`src/design/soc_pkg.sv`:
```
package soc_pkg;

    typedef logic [31:0] addr_t;
    typedef logic [31:0] word_t;
    typedef logic [3:0] mask_t;
    typedef logic [63:0] cycle_t;

    // RAM size in 32-bit words.
    localparam int RAM_WORDS = 4096;
    localparam int RAM_IDX_W = $clog2(RAM_WORDS);

    typedef logic [RAM_IDX_W-1:0] ram_idx_t;

    // Region bases.
    localparam addr_t RAM_BASE = 32'h0000_0000;
    localparam addr_t LEDS_BASE = 32'h0001_0000;
    localparam addr_t TIMER_BASE = 32'h0003_0000;

    // Timer word offsets.
    localparam logic [3:0] TIMER_CNT_LO = 4'h0;
    localparam logic [3:0] TIMER_CNT_HI = 4'h4;
    localparam logic [3:0] TIMER_CMP_LO = 4'h8;
    localparam logic [3:0] TIMER_CMP_HI = 4'hC;

    // Request is a level, held until the ready pulse.
    typedef struct packed {
        addr_t address;
        logic read;
        logic write;
        mask_t mask;
        word_t wdata;
    } bus_req_t;

    typedef struct packed {
        word_t rdata;
        logic ready;
    } bus_rsp_t;

    typedef enum logic [1:0] {
        IDLE,
        INSTR,
        DATA
    } arb_state_t;

endpackage

```
`src/design/mem_router.sv`:
```
`timescale 1ns/1ps

module mem_router
    import soc_pkg::*;
(
    input bus_req_t mem_req,
    output logic ram_sel,
    output logic regs_sel,
    input bus_rsp_t ram_rsp,
    input bus_rsp_t regs_rsp,
    output bus_rsp_t mem_rsp
);

    logic active;
    logic ram_hit;
    logic leds_hit;
    logic timer_hit;
    logic unmapped;

    assign active = mem_req.read | mem_req.write;

    // 64 KiB window, the RAM aliases inside it.
    assign ram_hit = mem_req.address[31:16] == RAM_BASE[31:16];
    assign leds_hit = mem_req.address[31:2] == LEDS_BASE[31:2];
    assign timer_hit = mem_req.address[31:4] == TIMER_BASE[31:4];

    assign ram_sel = active && ram_hit;
    assign regs_sel = active && (leds_hit || timer_hit);
    assign unmapped = active && !(ram_hit || leds_hit || timer_hit);

    // Targets drive zero when idle, so a plain OR merges them.
    // Unmapped accesses complete at once with zero data.
    assign mem_rsp.rdata = ram_rsp.rdata | regs_rsp.rdata;
    assign mem_rsp.ready = ram_rsp.ready | regs_rsp.ready | unmapped;

    // The OR merge needs a single responder.
    always_comb begin
        a_one_resp: assert final (!(ram_rsp.ready && (regs_rsp.ready || unmapped)));
    end

endmodule

```
`config.mk`:
```
export PLATFORM = sky130hd
export DESIGN_NAME = mem_router
export DESIGN_NICKNAME = d
export VERILOG_FILES = /design/src/design/soc_pkg.sv /design/src/design/mem_router.sv
export SDC_FILE = /design/constraint.sdc
export NUM_CORES = 1
export LEC_CHECK = 0
export ABC_AREA = 1
export ABC_CLOCK_PERIOD_IN_PS = 800
export BUFFER_PORTS_ARGS = -buffer_cell sky130_fd_sc_hd__buf_2
export CAP_MARGIN = 20
export CORE_AREA = 2 2 65 67
export DETAILED_ROUTE_END_ITERATION = 12
export DIE_AREA = 0 0 67 69
export GPL_TIMING_DRIVEN = 0
export PLACE_DENSITY = 0.71
export SYNTH_ARGS = -nofsm -noshare
export SYNTH_HDL_FRONTEND = slang
export SYNTH_SLANG_ARGS = --single-unit
```
`constraint.sdc`:
```
create_clock -name vclk -period 0.8
set_input_delay 0.16 -clock vclk [all_inputs]
set_output_delay 0.16 -clock vclk [all_outputs]
set_load 0.01 [all_outputs]
```
==> impl_metrics.py <==
metrics = {
    "global_routing": {
        "grt_max_degree": 4,
        "grt_pass1_vias": 918,
        "grt_util_met3": 0.0147,
        "grt-busiest-layer": "met2",
        "grtUsageMet2": 0.200,
        "overflow": 0,
        "gr-usage-all-layers": 0.0899,
        "grt_use_met1": 0.0778,
        "grt_pass1_wl_um": 3440,
        "antenna_found_initial": 0,
    },
    "final_layout": {
        "diodes": 0,
        "ff_latch_area_sq_um": 0,
        "area_growth_pct": 305,
        "post-route-util": 0.384,
        "fillers": 421,
        "mostFrequentLayoutCells": "buf_2, buf_6, or2_4",
        "multi_input_area_sq_um": 515,
        "fin_cells": 257,
        "drive_above_1_share": 0.879,
        "design.seq.count": 0,
        "final_common_cell": "buf_2",
        "n_clock_buffer": 0,
        "fin_nets": 345,
    },
    "setup_path": {
        "start_kind": "input pin",
        "crit_buf_inv": 2,
        "critPathMaxStageDelay_ns": 0.15,
        "critical_path.top_delay_family": "simple AND/OR/NAND/NOR gates",
        "required_ns": 0.64,
        "critPathKind": "input pin to output pin",
        "path_depth": 8,
        "crit_path_cell_trace": "buf_6, nor2_4, nand3_2, nor2_4, nand4_1, nand2_1, nand2_2, buf_6",
        "worst_ep_arrival_time_ns": 0.99,
        "crit_slowest_cell": "nand4_1",
        "critPathMaxFanout": 2,
        "critPathCaptureType": "output pin",
    },
    "sta": {
        "max_freq_mhz": 866,
        "hold_slack_ns": 0.575,
        "slew-limit-headroom": 0.830,
        "finalSetupTns_ns": -0.872,
        "setup_slack_ns": -0.355,
        "min_period_ns": 1.15,
        "worst_pin_slew_ns": 0.253,
        "fin_crit_sh": 1.44,
        "rsz0062_at_grt": "true",
        "final_hold_viol_count": 0,
        "setup-violations-final": 3,
        "drv_slew": 0,
    },
    "floorplan": {
        "die_w_um": 67,
        "dieArea_sq_mm": 0.00462,
        "initial_utilization": 0.0946,
        "ioPinCount": 171,
        "die_height_um": 69,
        "rows": 23,
        "core_area_sq_mm": 0.00391,
    },
    "min_path": {
        "hold_end": "mem_rsp[0]",
        "hold_start": "regs_rsp[0]",
        "hold_class": "input pin to output pin",
        "min_delay_path_depth": 4,
    },
    "placement": {
        "gp_congestion": 0.722,
        "dp_cells": 257,
        "place_ws_ns": -0.403,
        "io_buffers": 133,
        "dp_hpwl_um": 1880,
    },
    "pwr": {
        "ir_drop_mv": 0.156,
        "powerDensity_mw_per_mm2": 463,
        "cellLeakagePower_uw": 0.000793,
    },
    "logic_synthesis": {
        "syn_avg_cell_area_sq_um": 5.00,
        "ys_types": 8,
        "synth_seq_area_share": 0,
        "synth_fp_nets": 210,
        "yosysWarnings": 0,
        "synthCells": 74,
        "syn_area_sq_um": 370,
    },
    "drt": {
        "wl_per_cell_um": 8.95,
        "vias_per_cell": 3.74,
        "wl_um": 2300,
        "drc": 0,
        "ant_nets": 0,
        "drt_iter0_drc": 7,
        "num_vias": 962,
        "firstDrtPassIters": 2,
    },
    "clocking": {
        "postCtsSetupBuffers": 0,
        "ctsHoldBuffers": 0,
    },
    "run_status": {
        "outcome": "finished, violations left",
        "violations": "negative setup slack",
    },
    "run": {
        "cap_violations": 0,
    },
}
-- worst min-delay path, stage by stage --
cell and delay (ns):
buf_2 0.07, nor2_1 0.04, nand2_2 0.05, buf_6 0.09
-- layout make-up --
cell class	count	area share
inverters	2	0.00500
multi-input cells	72	0.343
repair buffers	133	0.610
well taps	50	0.0417
-- cells by family after synthesis --
kind of cell,share of synthesized area
buffers and inverters,0.0203
AO/OA/AOI/OAI,0.0135
AND/OR/NAND/NOR,0.966
-- routing by layer --
layer  wire [um]  up-vias  part of all wire
met3         335        2              0.15
li1            -      491                 -
met2        1290       74              0.56
met5           0        -                 0
met4          14        0            0.0061
met1         660      395              0.29
-- Yosys cell counts --
master   instances  share of area
or2_2           32           0.54
nand2_1         12           0.12
inv_1            2          0.020
nand4_1          1          0.017
a21oi_1          1          0.014
nor2_2           3          0.051
nand3_1          1          0.014
nor2_1          22           0.22
-- how the worst max path moves through the flow --
| stage | startpoint | end |
|---|---|---|
| final | mem_req[61] | mem_rsp[0] |
| after global routing | mem_req[61] | mem_rsp[0] |
| after CTS | mem_req[58] | mem_rsp[0] |
| after detailed placement | mem_req[69] | mem_rsp[0] |
| after global placement | mem_req[67] | mem_rsp[0] |
| after floorplan | mem_req[61] | mem_rsp[0] |
-- per-stage QoR --
step | total power [uW] | instance area (sq um)
3_5_place_dp | 484 | 1150
3_3_place_gp | 473 | 1150
5_1_grt | 755 | 1500
2_1_floorplan | 169 | 418
6_report | 695 | 1500
4_1_cts | 679 | 1460
-- where the power goes --
group	leakage (uW)	switching, uW	internal [uW]
registers	0	0	0
logic	0.000793	226	469
clock network	0	0	0
total	0.000793	226	469
-- what timing repair did --
item                                    in CTS  in global routing
pin swaps                                   10                 11
endpoints found under the setup margin      35                  3
resized for setup                           72                  7
Power figures use the tool's default switching activity.
