==> config.mk <==
export PLATFORM = sky130hd
export DESIGN_NAME = bus_arbiter
export DESIGN_NICKNAME = d
export VERILOG_FILES = /design/src/design/soc_pkg.sv /design/src/design/bus_arbiter.sv
export SDC_FILE = /design/constraint.sdc
export NUM_CORES = 1
export LEC_CHECK = 0
export CAP_MARGIN = 20
export CORE_AREA = 2 2 122 124
export CTS_CLUSTER_DIAMETER = 200
export DETAILED_ROUTE_END_ITERATION = 7
export DIE_AREA = 0 0 124 126
export DONT_BUFFER_PORTS = 1
export HOLD_SLACK_MARGIN = 0.03
export PLACE_DENSITY_LB_ADDON = 0.12
export SLEW_MARGIN = 20
export SYNTH_ARGS = -nofsm -noshare
export SYNTH_HDL_FRONTEND = slang
export SYNTH_SLANG_ARGS = --single-unit
export TNS_END_PERCENT = 30
==> constraint.sdc <==
create_clock -name pll_clk -period 7.4 [get_ports pll_clk]
set_clock_uncertainty 0.1 [all_clocks]
set_input_delay 1.48 -clock pll_clk [delete_from_list [all_inputs] [get_ports pll_clk]]
set_output_delay 1.48 -clock pll_clk [all_outputs]
set_load 0.1 [all_outputs]
==> src/design/soc_pkg.sv <==
package soc_pkg;

    typedef logic [31:0] addr_t;
    typedef logic [31:0] word_t;
    typedef logic [3:0] mask_t;
    typedef logic [63:0] cycle_t;

    // RAM size in 32-bit words.
    localparam int RAM_WORDS = 4096;
    localparam int RAM_IDX_W = $clog2(RAM_WORDS);

    typedef logic [RAM_IDX_W-1:0] ram_idx_t;

    // Region bases.
    localparam addr_t RAM_BASE = 32'h0000_0000;
    localparam addr_t LEDS_BASE = 32'h0001_0000;
    localparam addr_t TIMER_BASE = 32'h0003_0000;

    // Timer word offsets.
    localparam logic [3:0] TIMER_CNT_LO = 4'h0;
    localparam logic [3:0] TIMER_CNT_HI = 4'h4;
    localparam logic [3:0] TIMER_CMP_LO = 4'h8;
    localparam logic [3:0] TIMER_CMP_HI = 4'hC;

    // Request is a level, held until the ready pulse.
    typedef struct packed {
        addr_t address;
        logic read;
        logic write;
        mask_t mask;
        word_t wdata;
    } bus_req_t;

    typedef struct packed {
        word_t rdata;
        logic ready;
    } bus_rsp_t;

    typedef enum logic [1:0] {
        IDLE,
        INSTR,
        DATA
    } arb_state_t;

endpackage

==> src/design/bus_arbiter.sv <==
`timescale 1ns/1ps

module bus_arbiter
    import soc_pkg::*;
(
    input logic pll_clk,
    input logic rst_n,
    input bus_req_t instr_req,
    input bus_req_t data_req,
    output bus_rsp_t instr_rsp,
    output bus_rsp_t data_rsp,
    output bus_req_t mem_req,
    input bus_rsp_t mem_rsp
);

    arb_state_t owner;
    arb_state_t grant;
    logic instr_pend;
    logic data_pend;

    assign instr_pend = instr_req.read | instr_req.write;
    assign data_pend = data_req.read | data_req.write;

    // Data port wins a tie. Grant takes effect in the same cycle.
    always_comb begin
        grant = owner;
        if (owner == IDLE) begin
            if (data_pend) begin
                grant = DATA;
            end else if (instr_pend) begin
                grant = INSTR;
            end
        end
    end

    always_comb begin
        mem_req = '0;
        case (grant)
            INSTR: begin
                mem_req = instr_req;
                // Fetch port never writes.
                mem_req.write = 1'b0;
            end
            DATA: begin
                mem_req = data_req;
            end
            default: begin
                mem_req = '0;
            end
        endcase
    end

    // Only the owner sees the response.
    always_comb begin
        instr_rsp = '0;
        data_rsp = '0;
        if (grant == INSTR) begin
            instr_rsp = mem_rsp;
        end
        if (grant == DATA) begin
            data_rsp = mem_rsp;
        end
    end

    always_ff @(posedge pll_clk) begin
        if (!rst_n) begin
            owner <= IDLE;
        end else if (mem_rsp.ready) begin
            owner <= IDLE;
        end else begin
            owner <= grant;
        end
    end

    // A ready only reaches a port that still holds its request.
    a_ready_to_requester: assert property (
        @(posedge pll_clk) disable iff (!rst_n)
        (!instr_rsp.ready || instr_pend) && (!data_rsp.ready || data_pend)
    );

endmodule

==> impl_metrics.sql, run 1 <==
INSERT INTO impl_metrics (metric_group, metric, value, unit) VALUES
('logic_synthesis', 'async_set_reset_flop_share_out_of_synthesis', '0', '%'),
('setup_path', 'end_kind', 'output pin', ''),
('logic_synthesis', 'netlist.area_leader.share', '33.6', '%'),
('detailed_routing', 'routed_wl', '6.65', 'mm'),
('setup_path', 'crit_path_top_delay_cell', 'nor2_2', ''),
('detailed_routing', 'drt_iter0_drc', '95', ''),
('timing', 'rsz0062_at_grt', 'no', ''),
('detailed_routing', 'routed_via_density', '4.48', ''),
('floorplanning', 'die_y', '126', 'um'),
('logic_synthesis', 'syn_inst', '252', ''),
('timing', 'drv_slew', '0', ''),
('hold_path', 'hp-class', 'reg -> reg', ''),
('power', 'cellLeakagePower', '0.578', 'nW'),
('final_layout', 'area.growth.synth_to_final', '21.5', '%'),
('global_routing', 'grt_pass1_wl', '8.78', 'mm'),
('logic_synthesis', 'syn_area_per_cell', '6.11', 'sq um'),
('timing', 'worst_case_headroom_to_the_max_slew_limit', '28.1', '%'),
('logic_synthesis', 'synth.net_count', '429', ''),
('setup_path', 'crit_arrival', '4.15', 'ns'),
('logic_synthesis', 'yosys-top-cells-count', 'nor2_1, a22oi_1, and2_1, buf_2, clkbuf_1', ''),
('global_routing', 'first_global_vias', '1588', ''),
('setup_path', 'setup.worst_path.class', 'in -> out', ''),
('logic_synthesis', 'synth-main-ff-cell', 'dfxtp_1', ''),
('timing', 'min_period_over_period', '77.4', '%'),
('global_routing', 'grt.overflow.total', '0', ''),
('final_layout', 'antenna_cells_inserted', '0', ''),
('logic_synthesis', 'synth_edf_count', '0', ''),
('timing', 'tns_setup', '0', 'ns'),
('logic_synthesis', 'netlist-cell-type-count', '21', ''),
('final_layout', 'share_of_final_layout_standard_cells_stronger_than_drive_strength_1', '35.2', '%'),
('floorplanning', 'boundaryPins', '311', ''),
('logic_synthesis', 'syn_area', '1540', 'sq um'),
('global_routing', 'number_of_antenna_violations_at_the_first_check_in_global_routing', '0', ''),
('placement', 'place_congestion', '0.750', ''),
('floorplanning', 'coreArea', '14300', 'sq um'),
('global_routing', 'grt_usage', '7.07', '%'),
('clock_tree', 'post_cts.resized_instances', '0', ''),
('timing', 'finalCriticalPeriod', '5.73', 'ns'),
('power', 'power.density', '382', 'nW/um^2'),
('setup_path', 'critical_path.startpoint_type', 'input port', ''),
('setup_path', 'largest_driver_fanout_on_the_critical_path', '57', ''),
('status', 'status', 'complete, no violations', ''),
('floorplanning', 'fp.dieArea', '15600', 'sq um'),
('logic_synthesis', 'ys_seq_elements', '2', ''),
('setup_path', 'cp_num_buf_inv', '1', ''),
('logic_synthesis', 'synth.most_common_cell', 'nor2_1', ''),
('clock_tree', 'clock_buffers_created_by_tritoncts', '3', ''),
('setup_path', 'worst_path_dominant_cell_family', 'simple AND/OR/NAND/NOR gates', ''),
('logic_synthesis', 'synthDominantAreaCellType', 'a22oi_1', ''),
('job', 'cap_viol_max_count', '0', ''),
('final_layout', 'largest_register_ff_count', '2', ''),
('placement', 'postPlaceCellArea', '1800', 'sq um'),
('timing', 'timing_hold_violations_final', '0', ''),
('timing', 'worst_margin_pin_slew', '1.08', 'ns'),
('logic_synthesis', 'yosys_warnings', '0', ''),
('clock_tree', 'postCtsSetupBuffers', '0', ''),
('detailed_routing', 'final_antenna_net_count', '0', ''),
('timing', 'maxClockFrequency', '0.175', 'GHz'),
('global_routing', 'grt_max_degree', '104', ''),
('detailed_routing', 'drc', '0', ''),
('clock_tree', 'cts.path.max_buffers', '2', ''),
('floorplanning', 'initial_utilization', '10.8', '%'),
('final_layout', 'final_design_area_no_fill', '1870', 'sq um'),
('clock_tree', 'holdBufCountCts', '0', ''),
('clock_tree', 'tritoncts_clock_tree', 'done', ''),
('clock_tree', 'clk-insertion-delay-late', '0.22', 'ns'),
('logic_synthesis', 'post_synth_main_area_contributors', 'a22oi_1, and2_1, nor2_1, buf_6, buf_2', ''),
('clock_tree', 'clock_pin_slew_on_the_worst_setup_and_hold_paths', '0.03', 'ns'),
('floorplanning', 'dieWidth', '124', 'um'),
('placement', 'port_buffers', '0', ''),
('setup_path', 'timing.critical_path.slowest_cell_delay', '0.87', 'ns');
==> area by class of cell <==
class                   instances  area (sq um)  area share, %
multi-input cells             218          1490           79.7
well taps                     184           230           12.3
clock buffers                   3          75.1           4.01
flip-flops and latches          2          40.0           2.14
repair buffers                  2          27.5           1.47
inverters                       2          7.51          0.401
==> placed cells by master, fill, tap and decap left out <==
cell type | Yosys | final
a22oi_1 | 69 | 69
nor2_2 | 0 | 69
and2_1 | 66 | 66
clkbuf_16 | 0 | 3
inv_1 | 2 | 2
a21oi_1 | 2 | 2
dfxtp_1 | 2 | 2
or2_4 | 1 | 1
o21bai_1 | 1 | 1
nand2_1 | 1 | 1
nor2_1 | 70 | 1
o31ai_1 | 1 | 1
o31a_2 | 1 | 1
and2_2 | 1 | 1
nand2b_1 | 1 | 1
nand3b_1 | 1 | 1
o41ai_2 | 1 | 1
ha_4 | 0 | 1
ha_2 | 0 | 1
buf_12 | 0 | 1
buf_4 | 2 | 1
==> routing by layer <==
metal / up-vias / part of all wire [%] / GRT usage, % / routed length (um)
li1: 828 / - / - / -
met1: 871 / 38 / 8.54 / 2500
met2: 139 / 54 / 13.2 / 3610
met3: 4 / 7.5 / 0.951 / 500
met4: 0 / 0.63 / 1.26 / 42
met5: - / 0 / 0 / 0
==> worst paths after layout <==
kind	cells after the start	startpoint	endpoint	slack, ns
setup / recovery	6	data_req[36]	mem_req[40]	1.67
hold / removal	2	owner[1]	owner[1]	0.43
setup reg to reg	1	owner[1]	owner[0]	6.51
hold reg to reg	2	owner[1]	owner[1]	0.43
==> tightest hold or removal path, stage by stage, from the launching register on <==
cell	delay, ns
dfxtp_1	0.34
inv_1	0.08
a21oi_1	0.06
==> per-stage QoR <==
stage | total power, W | setup slack, ns | std cells | util, %
floorplan | 0.000597 | 1.76 | 252 | -
global placement | 0.000636 | 1.72 | 408 | 12.6
detailed placement | 0.000635 | 1.66 | 408 | 12.6
CTS | 0.000720 | 1.65 | 411 | 13.1
global route | 0.000737 | 1.45 | 411 | 13.1
finish | 0.000715 | 1.67 | 411 | 13.1
==> cell families (layout without fill, tap and decap cells) <==
family | count (synthesis) | in the layout | synth area share, %
and+or+nand+nor | 141 | 141 | 46.1
AOI/OAI and AO/OA | 75 | 75 | 37.0
buffers and inverters | 32 | 7 | 12.8
adders and majority gates | 2 | 2 | 1.62
DFF | 2 | 2 | 2.60
==> power breakdown <==
group          switching, W  internal, W
registers       0.000000578    0.0000114
clock network     0.0000130    0.0000688
logic              0.000567    0.0000542
total              0.000580     0.000134
Note: power is estimated with default switching activity, not from simulation.
==> run 2, diff against run 1 <==
--- a/config.mk
+++ b/config.mk
@@ -5,11 +5,12 @@
 export SDC_FILE = /design/constraint.sdc
 export NUM_CORES = 1
 export LEC_CHECK = 0
+export ABC_AREA = 1
 export CAP_MARGIN = 20
-export CORE_AREA = 2 2 122 124
+export CORE_AREA = 2 2 119 121
 export CTS_CLUSTER_DIAMETER = 200
 export DETAILED_ROUTE_END_ITERATION = 7
-export DIE_AREA = 0 0 124 126
+export DIE_AREA = 0 0 121 123
 export DONT_BUFFER_PORTS = 1
 export HOLD_SLACK_MARGIN = 0.03
 export PLACE_DENSITY_LB_ADDON = 0.12
==> constraint.sdc (replaced) <==
create_clock -name pll_clk -period 5 [get_ports pll_clk]
set_clock_uncertainty 0.1 [all_clocks]
set_input_delay 1 -clock pll_clk [delete_from_list [all_inputs] [get_ports pll_clk]]
set_output_delay 1 -clock pll_clk [all_outputs]
set_load 0.1 [all_outputs]
==> run 2 against run 1 <==
  * Register-to-register slack worse by 2.6 ns
  * Area after synthesis rose by 7.2%
  * First-iteration DRC count is 27% lower
  * Combinational power grew 74%
  * Flip-flop and latch count stayed put
  * Highest routed layer unchanged
  * Clock power is 45% higher
  * Cell area is 69% higher
  * Count of clock-buffer cells in the layout unchanged
==> impl_metrics.sql, run 2 <==
INSERT INTO impl_metrics (metric_group, metric, value, unit) VALUES
('floorplanning', 'die_y', '123', 'um'),
('final_layout', 'largest_register_ff_count', '2', ''),
('logic_synthesis', 'synth-main-ff-cell', 'dfxtp_1', ''),
('clock_tree', 'cts.path.max_buffers', '2', ''),
('clock_tree', 'clockRootBuffer', 'clkbuf_16', ''),
('global_routing', 'grt_pass1_wl', '12.5', 'mm'),
('setup_path', 'crit_arrival', '2.91', 'ns'),
('hold_path', 'worst_hold_startpoint', 'owner[0]', ''),
('placement', 'place_inst', '680', ''),
('detailed_routing', 'drt_iter0_drc', '69', ''),
('logic_synthesis', 'yosys-top-cells-count', 'nand2_1, inv_1, a21oi_1, buf_2, buf_4', ''),
('setup_path', 'critPathRequiredTime', '3.90', 'ns'),
('power', 'netSwitchingFraction', '74.6', '%'),
('status', 'status', 'complete, no violations', ''),
('logic_synthesis', 'syn_area_per_cell', '4.23', 'sq um'),
('setup_path', 'timing.critical_path.slowest_cell_delay', '0.59', 'ns'),
('detailed_routing', 'first_pass_iters', '4', ''),
('timing', 'timing_hold_violations_final', '0', ''),
('logic_synthesis', 'synth_edf_count', '0', ''),
('logic_synthesis', 'netlist.area_leader.share', '47.3', '%'),
('detailed_routing', 'route.detailed.wl_per_inst', '13.4', 'um'),
('final_layout', 'final_net_count', '682', ''),
('power', 'pwr-share-seq', '1.4', '%'),
('setup_path', 'largest_driver_fanout_on_the_critical_path', '57', ''),
('final_layout', 'layout_commonest_cell', 'nand2_1', ''),
('clock_tree', 'clk-insertion-delay-late', '0.22', 'ns'),
('setup_path', 'r2r_cells', '3', ''),
('detailed_routing', 'drc', '0', ''),
('setup_path', 'cp_num_buf_inv', '3', ''),
('power', 'share_comb_of_total_power', '88.8', '%'),
('final_layout', 'antenna_cells_inserted', '0', ''),
('logic_synthesis', 'ys_seq_elements', '2', ''),
('power', 'cellLeakagePower', '1.87', 'nW'),
('floorplanning', 'fp.dieArea', '14900', 'sq um'),
('clock_tree', 'clock_pin_slew_on_the_worst_setup_and_hold_paths', '0.03', 'ns'),
('timing', 'worst_margin_pin_slew', '0.662', 'ns'),
('logic_synthesis', 'synth.yosys.seq_area_share', '2.42', '%'),
('floorplanning', 'dieWidth', '121', 'um'),
('logic_synthesis', 'yosys_warnings', '0', ''),
('floorplanning', 'std_cell_rows', '43', ''),
('setup_path', 'reg_to_reg_start', 'owner[0]', ''),
('setup_path', 'setup.worst_path.class', 'in -> out', ''),
('timing', 'final_setup_violations', '0', ''),
('final_layout', 'largestRegisters', 'owner (2)', ''),
('placement', 'dp_hpwl', '7.40', 'mm'),
('hold_path', 'worst_hold_path.num_cells', '2', ''),
('floorplanning', 'coreArea', '13600', 'sq um'),
('setup_path', 'cp_cell_sequence', 'nor2_1 -> o21ai_0 -> inv_1 -> ha_4 -> buf_12 -> nand2_1 -> a21oi_2 -> buf_4', ''),
('setup_path', 'crit_path_top_delay_cell', 'ha_4', ''),
('setup_path', 'end_kind', 'output pin', ''),
('global_routing', 'grt_max_degree', '58', ''),
('timing', 'finalCriticalPeriod', '4.01', 'ns'),
('clock_tree', 'holdBufCountCts', '0', ''),
('final_layout', 'filler_cell_count', '1540', ''),
('clock_tree', 'tritoncts_clock_tree', 'done', ''),
('timing', 'tns_setup', '0', 'ns'),
('clock_tree', 'post_cts.resized_instances', '0', ''),
('logic_synthesis', 'synthDominantAreaCellType', 'nand2_1', ''),
('power', 'power.clock.fraction', '9.8', '%'),
('setup_path', 'ff2ff_setup_slack', '3.93', 'ns'),
('logic_synthesis', 'netlist-cell-type-count', '11', ''),
('floorplanning', 'initial_utilization', '12.1', '%'),
('clock_tree', 'cts.sinks', '2', ''),
('detailed_routing', 'final_antenna_net_count', '0', ''),
('logic_synthesis', 'synth.most_common_cell', 'nand2_1', ''),
('timing', 'worst_case_headroom_to_the_max_slew_limit', '55.9', '%'),
('placement', 'place_congestion', '0.729', ''),
('setup_path', 'regToRegEndpoint', 'owner[1]', ''),
('setup_path', 'worst_path_dominant_cell_family', 'buffers and inverters', ''),
('final_layout', 'share_of_final_layout_standard_cells_stronger_than_drive_strength_1', '42.5', '%'),
('logic_synthesis', 'synth.net_count', '567', ''),
('power', 'cell_internal_pwr', '0.000310', 'W'),
('setup_path', 'critical_path.startpoint_type', 'input port', ''),
('global_routing', 'number_of_antenna_violations_at_the_first_check_in_global_routing', '0', ''),
('floorplanning', 'boundaryPins', '311', ''),
('detailed_routing', 'routed_wl', '9.12', 'mm'),
('power', 'irDropWorstVdd', '0.000275', 'V'),
('clock_tree', 'postCtsSetupBuffers', '0', ''),
('final_layout', 'mostFrequentLayoutCells', 'nand2_1, buf_4, inv_1, a21oi_2', ''),
('clock_tree', 'clock_buffers_created_by_tritoncts', '3', ''),
('hold_path', 'hp-class', 'reg -> reg', ''),
('global_routing', 'grt_usage', '10.6', '%'),
('clock_tree', 'htree_num_levels', '1', ''),
('logic_synthesis', 'post_synth_main_area_contributors', 'nand2_1, a21oi_1, inv_1, buf_2, buf_4', ''),
('detailed_routing', 'routed_via_density', '3.97', ''),
('global_routing', 'first_global_vias', '2444', ''),
('timing', 'min_period_over_period', '80.3', '%'),
('power', 'power.density', '385', 'nW/um^2'),
('power', 'p_switching', '0.000908', 'W'),
('detailed_routing', 'vias', '2711', ''),
('logic_synthesis', 'syn_area', '1650', 'sq um'),
('timing', 'rsz0062_at_grt', 'no', ''),
('final_layout', 'layout.cells.non_filler', '683', ''),
('timing', 'drv_slew', '0', ''),
('final_layout', 'regMostFlops', 'owner', ''),
('logic_synthesis', 'syn_inst', '390', ''),
('job', 'cap_viol_max_count', '0', ''),
('global_routing', 'grt.overflow.total', '0', ''),
('hold_path', 'min_delay_worst_endpoint', 'owner[0]', ''),
('logic_synthesis', 'async_set_reset_flop_share_out_of_synthesis', '0', '%'),
('timing', 'maxClockFrequency', '0.249', 'GHz'),
('final_layout', 'area.growth.synth_to_final', '91.6', '%'),
('placement', 'port_buffers', '0', '');
## run 2: cells by family after synthesis
kind of cell / synth area share (%)
DFF: 2.42
adders and majority gates: 1.51
buffers and inverters: 26.5
AOI/OAI and AO/OA: 21.5
and+or+nand+nor: 48.0
## run 2: how the worst max path moves through the flow
stage | start | to | depth (start not counted)
after floorplan | data_req[36] | mem_req[54] | 9
after global routing | data_req[36] | mem_req[5] | 8
after global placement | data_req[36] | mem_req[8] | 8
final | data_req[36] | mem_req[39] | 8
after CTS | data_req[36] | mem_req[29] | 8
after detailed placement | data_req[36] | mem_req[29] | 8
## run 2: layout make-up
type	count	area, sq um	area share (%)
timing repair buffer	140	1090	34.4
inverter	74	278	8.78
sequential	2	40.0	1.27
tap	180	225	7.12
clock buffer	3	75.1	2.37
multi-input combinational	284	1460	46.1
## run 2: power groups by stage
stage	Combinational, W	Clock [W]	Sequential (W)
2_1_floorplan	0.000852	0	0.0000172
5_1_grt	0.00112	0.000124	0.0000171
3_3_place_gp	0.00109	0	0.0000172
4_1_cts	0.00109	0.000121	0.0000171
6_report	0.00108	0.000119	0.0000171
3_5_place_dp	0.00109	0	0.0000173
## run 2: worst reg2reg max path, cell delays in order (launching register included)
cell     delay [ns]
dfxtp_1        0.30
o21ai_0        0.34
inv_1          0.16
nor2_1         0.11
## run 2: per-stage QoR
stage               setup slack, ns  area (sq um)  util, %  total power [W]  hold WS, ns
finish                        0.986          3160     23.2          0.00122        0.370
floorplan                     0.373          1650        -         0.000869        0.344
global placement              0.965          3090     22.7          0.00110        0.364
CTS                           0.971          3160     23.2          0.00123        0.372
detailed placement            0.981          3090     22.7          0.00111        0.368
global route                  0.818          3160     23.2          0.00126        0.404
## run 2: layer usage
metal	global-route usage [%]	part of all wire, %
met1	11.3	35
met2	21.1	54
met3	2.26	11
met4	2.33	0.88
met5	0	0
