File: src/design/soc_pkg.sv
package soc_pkg;

    typedef logic [31:0] addr_t;
    typedef logic [31:0] word_t;
    typedef logic [3:0] mask_t;
    typedef logic [63:0] cycle_t;

    // RAM size in 32-bit words.
    localparam int RAM_WORDS = 4096;
    localparam int RAM_IDX_W = $clog2(RAM_WORDS);

    typedef logic [RAM_IDX_W-1:0] ram_idx_t;

    // Region bases.
    localparam addr_t RAM_BASE = 32'h0000_0000;
    localparam addr_t LEDS_BASE = 32'h0001_0000;
    localparam addr_t TIMER_BASE = 32'h0003_0000;

    // Timer word offsets.
    localparam logic [3:0] TIMER_CNT_LO = 4'h0;
    localparam logic [3:0] TIMER_CNT_HI = 4'h4;
    localparam logic [3:0] TIMER_CMP_LO = 4'h8;
    localparam logic [3:0] TIMER_CMP_HI = 4'hC;

    // Request is a level, held until the ready pulse.
    typedef struct packed {
        addr_t address;
        logic read;
        logic write;
        mask_t mask;
        word_t wdata;
    } bus_req_t;

    typedef struct packed {
        word_t rdata;
        logic ready;
    } bus_rsp_t;

    typedef enum logic [1:0] {
        IDLE,
        INSTR,
        DATA
    } arb_state_t;

endpackage

File: src/design/sys_regs.sv
`timescale 1ns/1ps

module sys_regs
    import soc_pkg::*;
(
    input logic pll_clk,
    input logic rst_n,
    input logic sel,
    input bus_req_t mem_req,
    output bus_rsp_t rsp,
    output logic [7:0] leds,
    output logic timer_irq
);

    logic [7:0] leds_q;
    cycle_t cnt;
    cycle_t cmp;
    logic timer_hit;
    logic wr;
    logic [3:0] offs;
    word_t rd_val;

    assign timer_hit = mem_req.address[31:16] == TIMER_BASE[31:16];
    assign offs = mem_req.address[3:0];
    assign wr = sel && mem_req.write;

    always_ff @(posedge pll_clk) begin
        if (!rst_n) begin
            leds_q <= '0;
        end else if (wr && !timer_hit && mem_req.mask[0]) begin
            leds_q <= mem_req.wdata[7:0];
        end
    end

    // Free-running, not writable from the bus.
    always_ff @(posedge pll_clk) begin
        if (!rst_n) begin
            cnt <= '0;
        end else begin
            cnt <= cnt + 1'b1;
        end
    end

    // Compare written by halves, byte by byte.
    always_ff @(posedge pll_clk) begin
        if (!rst_n) begin
            cmp <= '1;
        end else if (wr && timer_hit) begin
            for (int i = 0; i < 4; i++) begin
                if (mem_req.mask[i]) begin
                    if (offs == TIMER_CMP_LO) begin
                        cmp[8*i +: 8] <= mem_req.wdata[8*i +: 8];
                    end else if (offs == TIMER_CMP_HI) begin
                        cmp[32+8*i +: 8] <= mem_req.wdata[8*i +: 8];
                    end
                end
            end
        end
    end

    always_comb begin
        rd_val = '0;
        if (timer_hit) begin
            case (offs)
                TIMER_CNT_LO: rd_val = cnt[31:0];
                TIMER_CNT_HI: rd_val = cnt[63:32];
                TIMER_CMP_LO: rd_val = cmp[31:0];
                TIMER_CMP_HI: rd_val = cmp[63:32];
                default: rd_val = '0;
            endcase
        end else begin
            rd_val = {24'b0, leds_q};
        end
    end

    assign rsp.rdata = sel ? rd_val : '0;
    assign rsp.ready = sel;
    assign leds = leds_q;
    assign timer_irq = cnt >= cmp;

endmodule

File: config.mk
export PLATFORM = sky130hd
export DESIGN_NAME = sys_regs
export DESIGN_NICKNAME = d
export VERILOG_FILES = /design/src/design/soc_pkg.sv /design/src/design/sys_regs.sv
export SDC_FILE = /design/constraint.sdc
export NUM_CORES = 1
export LEC_CHECK = 0
export BUFFER_PORTS_ARGS = -buffer_cell sky130_fd_sc_hd__buf_2
export CAP_MARGIN = 20
export CORE_ASPECT_RATIO = 0.6
export CORE_MARGIN = 2
export CORE_UTILIZATION = 35
export DETAILED_ROUTE_END_ITERATION = 16
export MAX_ROUTING_LAYER = met4
export SETUP_SLACK_MARGIN = 0.2
export SLEW_MARGIN = 30
export SYNTH_ARGS = -nofsm -noshare
export SYNTH_HDL_FRONTEND = slang
export SYNTH_SLANG_ARGS = --single-unit
File: constraint.sdc
create_clock -name pll_clk -period 2.4 [get_ports pll_clk]
set_clock_uncertainty 0.2 [all_clocks]
set_input_delay 0.36 -clock pll_clk [delete_from_list [all_inputs] [get_ports pll_clk]]
set_output_delay 0.36 -clock pll_clk [all_outputs]
set_load 0.1 [all_outputs]
==> flow_summary.json, run 1 <==
{
  "grt_pass1_wl_um": 47900,
  "path_delay_family": "compound AO/OA/AOI/OAI gates",
  "final_hold_viol_count": 0,
  "cp.required_ps": 1840,
  "clockBufferDepth": 2,
  "drcViolationCount": 0,
  "synthCells": 949,
  "synth_most_common_cell": "dfxtp_1",
  "antenna_found_initial": 0,
  "setup_ws_ps": -877,
  "yosysSeqAreaShare": 0.338,
  "placed_cells": 1499,
  "cts_root_buf": "clkbuf_16",
  "cp_cell_sequence": "inv_1, ha_1, nand4_1, buf_4, nor2_2, a221o_1, a211oi_2, o31a_1, o31ai_4, buf_12",
  "setup_viol": 29,
  "grt_usage": 0.270,
  "violations": "setup timing",
  "die_w_um": 200,
  "drv_slew": 0,
  "cp_max_fo": 2,
  "die_y_um": 121,
  "post-route-period-util": 1.37,
  "clkLatencyLatePin_ps": 440,
  "fmax_mhz": 305,
  "yosysTopAreaCell": "dfxtp_1",
  "crit_arrival_ps": 2720,
  "routedWlPerCell_um": 19.9,
  "end_kind": "output port",
  "syn_to_final_growth_pct": 74.9,
  "finalNonFillerCells": 1624,
  "rsz0062_at_grt": "true",
  "synth-main-ff-cell": "dfxtp_1",
  "worst-setup-path-type": "flop to output port",
  "dpl.hpwl_um": 20000,
  "vias": 8769,
  "leakagePower_uw": 0.00663,
  "syn_area_per_cell_sq_um": 8.48,
  "die_area_sq_um": 24300,
  "syn_area_sq_um": 8050,
  "crit_slowest_cell": "dfxtp_2",
  "cts.clk_slew.worst_paths_ps": 60,
  "synth_top_area_share": 0.338,
  "grt-ovfl-total": 0,
  "pin_count": 115,
  "ys.warnings.count": 0,
  "start_kind": "flop",
  "finalSetupTns_ps": -1550,
  "rows": 42,
  "vdd_ir_drop_max_uv": 562,
  "drive_gt1_frac": 0.425,
  "ys_seq_elements": 136,
  "drt-pass1-iter-count": 5,
  "final_net_count": 1441,
  "gp_congestion": 0.884,
  "worst-path-buf-inv": 3,
  "slew_headroom": 0.677,
  "via_per_inst": 5.40,
  "cap_viol_max_count": 0,
  "worstMarginPinSlew_ps": 487,
  "cts.htree.levels": 4,
  "timing.final.crit_period_ps": 3280,
  "grt_max_degree": 47,
  "synth.area.top_cells": "dfxtp_1, ha_1, o211ai_1, nand2_1, a22oi_1",
  "p_per_area_nw_per_um2": 429,
  "grt_pass1_vias": 8426,
  "hold_class": "primary input to flop",
  "cts_tree": "yes",
  "diodes": 0,
  "status": "finished with violations",
  "async_flop_share": 0,
  "cts_num_sinks": 136,
  "syn_nets": 1087,
  "initial_utilization": 0.361,
  "drt_iter0_markers": 771,
  "ys_types": 60,
  "power_uw": 6030,
  "synth_edf_count": 0,
  "cts_made_buffers": 17,
  "r2r_cells": 12,
  "io_buffers": 101,
  "core-area_sq_um": 22300,
  "drtAntennaViolNets": 0,
  "synthTopCellsByCount": "dfxtp_1, nand2_1, inv_1, ha_1, o211ai_1",
  "whs_path_depth": 3,
  "slowest_delay_ps": 340,
  "cp_num_cells": 10,
  "drt_wl_total_um": 32300
}
## metal layers
layer  wire length (um)  global-route usage
met5                  0                   -
met4                575              0.0616
met2              14400               0.393
met1              14900               0.384
met3               2390              0.0514
## per-stage QoR
step | worst slack [ps] | utilization | area (sq um) | hold WS (ps)
global route | -928 | 0.632 | 14100 | 25.9
detailed placement | -421 | 0.504 | 11200 | 308
global placement | -482 | 0.504 | 11200 | 306
floorplan | -470 | - | 8620 | 271
CTS | -768 | 0.606 | 13500 | 7.71
finish | -877 | 0.632 | 14100 | 15.5
## path summary, 6_finish.rpt
kind                   startpoint                   end  slack [ps]
max          cmp[20]$_SDFFE_PN1P_             timer_irq        -880
min                   mem_req[20]  cmp[20]$_SDFFE_PN1P_          20
min reg2reg    cnt[32]$_SDFF_PN0_    cnt[32]$_SDFF_PN0_         330
max reg2reg    cnt[21]$_SDFF_PN0_    cnt[48]$_SDFF_PN0_         -50
## worst min-delay path, stage by stage
cell and delay [ps]:
buf_2 120, nand2_1 50, o211ai_1 80
## final cells by class
class	instances	area [sq um]
multi-input combinational	689	6070
sequential	136	2740
clock buffer	21	480
inverter	76	285
timing repair buffer	383	3870
fill	1728	8210
tap	308	385
clock inverter	11	240
## layout by cell type (no fill, tap or decap), drive strengths merged, types with 8 or more instances in the layout
cell type and count:
a22o 8, o211ai 64, nand2 118, a22oi 49
nor4 21, o21ai 23, inv 76, nand3 29
ha 65, xnor2 28, and4 8, nor2 21
dlygate4sd3 31, buf 350, and2 47, dfxtp 136
a221oi 8, nor3 13, clkbuf 23, nand4 28
xor2 22, and3 13, mux2i 12, a21oi 51
nor2b 16
## report_power, final
part	leakage, uW	switching [uW]	internal (uW)
logic	0.00518	269	218
clock network	0.000349	1110	2170
registers	0.00110	5.52	2270
## registers in the layout, summed over array words and instances, names as in the netlist
signal and flops:
cmp 64, cnt 64, leds 8
## what timing repair did
item,in CTS,in global routing
gates resized for setup,126,88
setup endpoints to repair,42,74
gates cloned,10,1
pin swaps,82,111
setup buffers,37,14
hold endpoints to repair,55,0
hold buffers,31,0
## cell families (layout without fill, tap and decap cells)
kind of cell / count (synthesis) / in the layout / synth area share
AOI/OAI and AO/OA: 227 / 227 / 0.192
xor gates and xnor gates: 50 / 50 / 0.0544
adders and majority gates: 65 / 65 / 0.101
buffers and inverters: 124 / 491 / 0.0616
DFF: 136 / 136 / 0.338
muxes: 12 / 12 / 0.0149
and+or+nand+nor: 335 / 335 / 0.237
No activity file was read; power rests on OpenSTA's default activity.
==> run 2: changes to the inputs <==
==> constraint.sdc (replaced) <==
create_clock -name pll_clk -period 3.15 [get_ports pll_clk]
set_clock_uncertainty 0.2 [all_clocks]
set_input_delay 0.4725 -clock pll_clk [delete_from_list [all_inputs] [get_ports pll_clk]]
set_output_delay 0.4725 -clock pll_clk [all_outputs]
set_load 0.1 [all_outputs]
==> flow_summary.json, run 2 (synthesized netlist as in run 1, its figures left out) <==
{
  "status": "finished with violations",
  "violations": "setup timing",
  "cts.htree.levels": 4,
  "final_util": 0.485,
  "final_hold_viol_count": 0,
  "regArea_sq_um": 2730,
  "pwr-share-seq": 0.427,
  "die_y_um": 121,
  "grt_pass1_vias": 7242,
  "cts_root_buf": "clkbuf_16",
  "worstMarginPinSlew_ps": 614,
  "multiInputGateArea_sq_um": 5370,
  "power.share.switching": 0.244,
  "drt_iter0_markers": 701,
  "final_net_count": 1211,
  "post-route-period-util": 1.05,
  "vias": 7481,
  "crit_arrival_ps": 2630,
  "rr_startpoint": "cnt[9]$_SDFF_PN0_",
  "drt_wl_total_um": 25300,
  "grt_pass1_wl_um": 39900,
  "cap_viol_max_count": 0,
  "setup_ws_ps": -149,
  "p_per_area_nw_per_um2": 375,
  "antenna_found_initial": 0,
  "finalSetupTns_ps": -149,
  "r2r_end": "cnt[45]$_SDFF_PN0_",
  "cts_num_sinks": 136,
  "gp_congestion": 0.846,
  "die_area_sq_um": 24300,
  "end_kind": "output port",
  "core-area_sq_um": 22300,
  "worstSetupEndpoint": "timer_irq",
  "p_int_uw": 3060,
  "power_frac_clock": 0.512,
  "grtUsageMet2": 0.311,
  "rsz0062_at_grt": "true",
  "initial_utilization": 0.361,
  "mostFrequentLayoutCells": "dfxtp_1, nand2_1, inv_1",
  "pin_count": 115,
  "slew_headroom": 0.591,
  "cts_tree": "yes",
  "clockBufferDepth": 2,
  "grt_max_degree": 59,
  "cp.required_ps": 2480,
  "use_met1": 0.327,
  "rows": 42,
  "setup_viol": 1,
  "drtAntennaViolNets": 0,
  "drt-pass1-iter-count": 5,
  "fin_worst_hold_slack_ps": 81.5,
  "r2r_cells": 6,
  "drv_slew": 0,
  "reg2reg_slack_ps": 560,
  "final_common_cell": "dfxtp_1",
  "drcViolationCount": 0,
  "hold_class": "primary input to flop",
  "worst-setup-path-type": "flop to output port",
  "grt-ovfl-total": 0,
  "p_switching_uw": 986,
  "fmax_mhz": 303,
  "power_uw": 4050,
  "top_usage_layer": "met1",
  "via_per_inst": 5.37,
  "leakagePower_uw": 0.00471,
  "whs_path_depth": 3,
  "num-fill-cells": 2125,
  "cts_made_buffers": 17,
  "dpl.hpwl_um": 18300,
  "start_kind": "flop",
  "io_buffers": 101,
  "drive_gt1_frac": 0.259,
  "diodes": 0,
  "cp_max_fo": 2,
  "critPathLaunch": "cmp[23]$_SDFFE_PN1P_",
  "die_w_um": 200,
  "grt_usage": 0.222,
  "routedWlPerCell_um": 18.2,
  "combPwrFrac": 0.061,
  "cts.clk_slew.worst_paths_ps": 60,
  "syn_to_final_growth_pct": 34.4,
  "met3_usage": 0.0400,
  "clkLatencyLatePin_ps": 430,
  "vdd_ir_drop_max_uv": 365,
  "timing.final.crit_period_ps": 3300
}
## run 2: cell count changes in the layout (fill, tap and decap cells not counted), sizes merged
cell | previous run | this run
buf | 350 | 153
bufinv | 7 | 3
clkinvlp | 1 | 3
dlygate4sd3 | 31 | 0
clkbuf | 23 | 18
clkinv | 3 | 8
## run 2: layer usage
layer  vias to the layer above  wire length (um)
met5                         -                 0
met4                         0               266
met2                       232             10700
met3                        23              1580
met1                      3545             12800
li1                       3681                 -
## run 2: worst min path at each step
stage / endpoint / startpoint / slack, ps
4_1_cts: cmp[62]$_SDFFE_PN1P_ / mem_req[30] / 70
3_3_place_gp: cmp[3]$_SDFFE_PN1P_ / cmp[3]$_SDFFE_PN1P_ / 310
5_1_grt: cmp[0]$_SDFFE_PN1P_ / mem_req[0] / 90
2_1_floorplan: cnt[36]$_SDFF_PN0_ / cnt[36]$_SDFF_PN0_ / 270
3_5_place_dp: cmp[53]$_SDFFE_PN1P_ / cmp[53]$_SDFFE_PN1P_ / 310
6_report: cmp[52]$_SDFFE_PN1P_ / mem_req[20] / 80
## run 2: repair_timing
| item | 4_1_cts | 5_1_grt |
|---|---|---|
| pin swaps | 11 | 9 |
| gates resized for setup | 21 | 16 |
| setup buffers | 2 | 0 |
| endpoints found under the setup margin | 1 | 1 |
| hold buffers | 0 | 0 |
## run 2: critical path, cell delays in order, from the launching register on
cell	delay, ps
dfxtp_1	330
inv_1	70
ha_1	320
nand4_1	150
nor4_2	240
buf_4	170
a211oi_2	80
o31a_1	290
o31ai_4	320
buf_12	210
## run 2: per-stage QoR
step / area [sq um] / std cells / setup WS, ps
after floorplan: 8410 / 949 / -11.6
after global placement: 10000 / 1360 / 260
after detailed placement: 10000 / 1360 / 175
after CTS: 10800 / 1394 / -179
after global routing: 10800 / 1394 / -243
final: 10800 / 1394 / -149
## run 2: power groups by stage
stage / clock (uW) / sequential [uW] / combinational (uW)
after floorplan: 0 / 1800 / 110
after global placement: 0 / 1770 / 243
after detailed placement: 0 / 1770 / 245
after CTS: 2100 / 1730 / 246
after global routing: 2170 / 1730 / 263
final: 2070 / 1730 / 246
## run 2: cell type report
cell class / instances / area share
clock buffers: 18 / 0.0406
clock inverters: 14 / 0.0145
inverters: 76 / 0.0264
multi-input cells: 689 / 0.496
flip-flops and latches: 136 / 0.253
well taps: 308 / 0.0356
repair buffers: 153 / 0.134
==> run 3: changes to the inputs <==
--- a/config.mk
+++ b/config.mk
@@ -11,9 +11,8 @@
 export CORE_MARGIN = 2
 export CORE_UTILIZATION = 35
 export DETAILED_ROUTE_END_ITERATION = 16
-export MAX_ROUTING_LAYER = met4
 export SETUP_SLACK_MARGIN = 0.2
-export SLEW_MARGIN = 30
+export SLEW_MARGIN = 20
 export SYNTH_ARGS = -nofsm -noshare
 export SYNTH_HDL_FRONTEND = slang
 export SYNTH_SLANG_ARGS = --single-unit
==> flow_summary.json, run 3 (synthesized netlist as in run 1, its figures left out) <==
{
  "cp_max_fo": 2,
  "mostFrequentLayoutCells": "dfxtp_1, nand2_1, inv_1",
  "grt_usage": 0.216,
  "combPwrFrac": 0.061,
  "cts_made_buffers": 17,
  "grt_max_degree": 59,
  "worst-setup-path-type": "flop to output port",
  "power_uw": 4040,
  "cts_root_buf": "clkbuf_16",
  "drt_wl_total_um": 25300,
  "die_w_um": 200,
  "fmax_mhz": 304,
  "post-route-period-util": 1.05,
  "dpl.hpwl_um": 18300,
  "core-area_sq_um": 22300,
  "vias": 7449,
  "gp_congestion": 0.833,
  "pin_count": 115,
  "p_switching_uw": 978,
  "cts.htree.levels": 4,
  "timing.final.crit_period_ps": 3290,
  "setup_viol": 1,
  "leakagePower_uw": 0.00471,
  "grt_pass1_vias": 7258,
  "p_int_uw": 3060,
  "via_per_inst": 5.34,
  "grt-ovfl-total": 0,
  "hold_class": "primary input to flop",
  "final_util": 0.485,
  "antenna_found_initial": 0,
  "cap_viol_max_count": 0,
  "crit_arrival_ps": 2620,
  "io_buffers": 101,
  "initial_utilization": 0.361,
  "end_kind": "output port",
  "die_y_um": 121,
  "worstMarginPinSlew_ps": 612,
  "power_frac_clock": 0.511,
  "syn_to_final_growth_pct": 34.4,
  "pwr-share-seq": 0.428,
  "grt_pass1_wl_um": 39900,
  "final_net_count": 1211,
  "drive_gt1_frac": 0.259,
  "violations": "setup timing",
  "clkLatencyLatePin_ps": 430,
  "cp.required_ps": 2480,
  "clockBufferDepth": 2,
  "drv_slew": 0,
  "start_kind": "flop",
  "slew_headroom": 0.592,
  "drt-pass1-iter-count": 5,
  "cts_hold_buf": 0,
  "final_common_cell": "dfxtp_1",
  "rows": 42,
  "status": "finished with violations",
  "drt_iter0_markers": 690,
  "final_hold_viol_count": 0,
  "rsz0062_at_grt": "true",
  "p_per_area_nw_per_um2": 374,
  "power.share.switching": 0.242,
  "drtAntennaViolNets": 0,
  "setup_ws_ps": -144,
  "die_area_sq_um": 24300,
  "routedWlPerCell_um": 18.2,
  "diodes": 0,
  "cts_tree": "yes",
  "cts_num_sinks": 136,
  "drcViolationCount": 0,
  "cts.clk_slew.worst_paths_ps": 60,
  "vdd_ir_drop_max_uv": 362
}
## run 3: final timing paths
kind              slack (ps)  cells past startpoint                 start                   end
hold reg to reg          320                      2  cmp[16]$_SDFFE_PN1P_  cmp[16]$_SDFFE_PN1P_
setup / recovery        -140                      9  cmp[23]$_SDFFE_PN1P_             timer_irq
setup reg to reg         540                      7     cnt[9]$_SDFF_PN0_    cnt[58]$_SDFF_PN0_
hold / removal            80                      3           mem_req[20]  cmp[52]$_SDFFE_PN1P_
## run 3: final cells by class
class	count	area (sq um)
Fill cell	2125	11500
Multi-Input combinational cell	689	5370
Sequential cell	136	2730
Timing Repair Buffer	153	1440
Clock buffer	18	439
Tap cell	308	385
Inverter	76	285
Clock inverter	14	156
## run 3: critical path, stage by stage (launching register included)
cell and delay (ps):
dfxtp_1 330, inv_1 70, ha_1 320, nand4_1 150, nor4_2 250, buf_4 170
a211oi_2 80, o31a_1 290, o31ai_4 320, buf_12 210
## run 3: per-layer routing
| layer | global-route usage | part of all wire | vias to the layer above |
|---|---|---|---|
| li1 | - | - | 3675 |
| met1 | 0.326 | 0.51 | 3541 |
| met2 | 0.312 | 0.43 | 214 |
| met3 | 0.0361 | 0.059 | 19 |
| met4 | 0.0569 | 0.0090 | 0 |
| met5 | 0 | 0 | - |
## run 3: timing repair
action / in CTS / in global routing
buffers inserted: 2 / 0
setup endpoints to repair: 1 / 1
gates resized for setup: 21 / 16
pin swaps: 11 / 9
## run 3: power by group through the flow
| stage | clock network (uW) | registers (uW) | logic [uW] |
|---|---|---|---|
| 2_1_floorplan | 0 | 1800 | 110 |
| 3_3_place_gp | 0 | 1770 | 243 |
| 3_5_place_dp | 0 | 1770 | 245 |
| 4_1_cts | 2100 | 1730 | 246 |
| 5_1_grt | 2170 | 1730 | 263 |
| 6_report | 2060 | 1730 | 246 |
## run 3: metrics by stage
| step | instance area, sq um | instances | setup WS [ps] | hold WS [ps] | TNS, ps |
|---|---|---|---|---|---|
| after floorplan | 8410 | 949 | -11.6 | 271 | -11.6 |
| after global placement | 10000 | 1360 | 260 | 308 | 0 |
| after global routing | 10800 | 1394 | -241 | 87.5 | -241 |
| final | 10800 | 1394 | -144 | 82.9 | -144 |
| after CTS | 10800 | 1394 | -179 | 68.7 | -179 |
| after detailed placement | 10000 | 1360 | 175 | 311 | 0 |
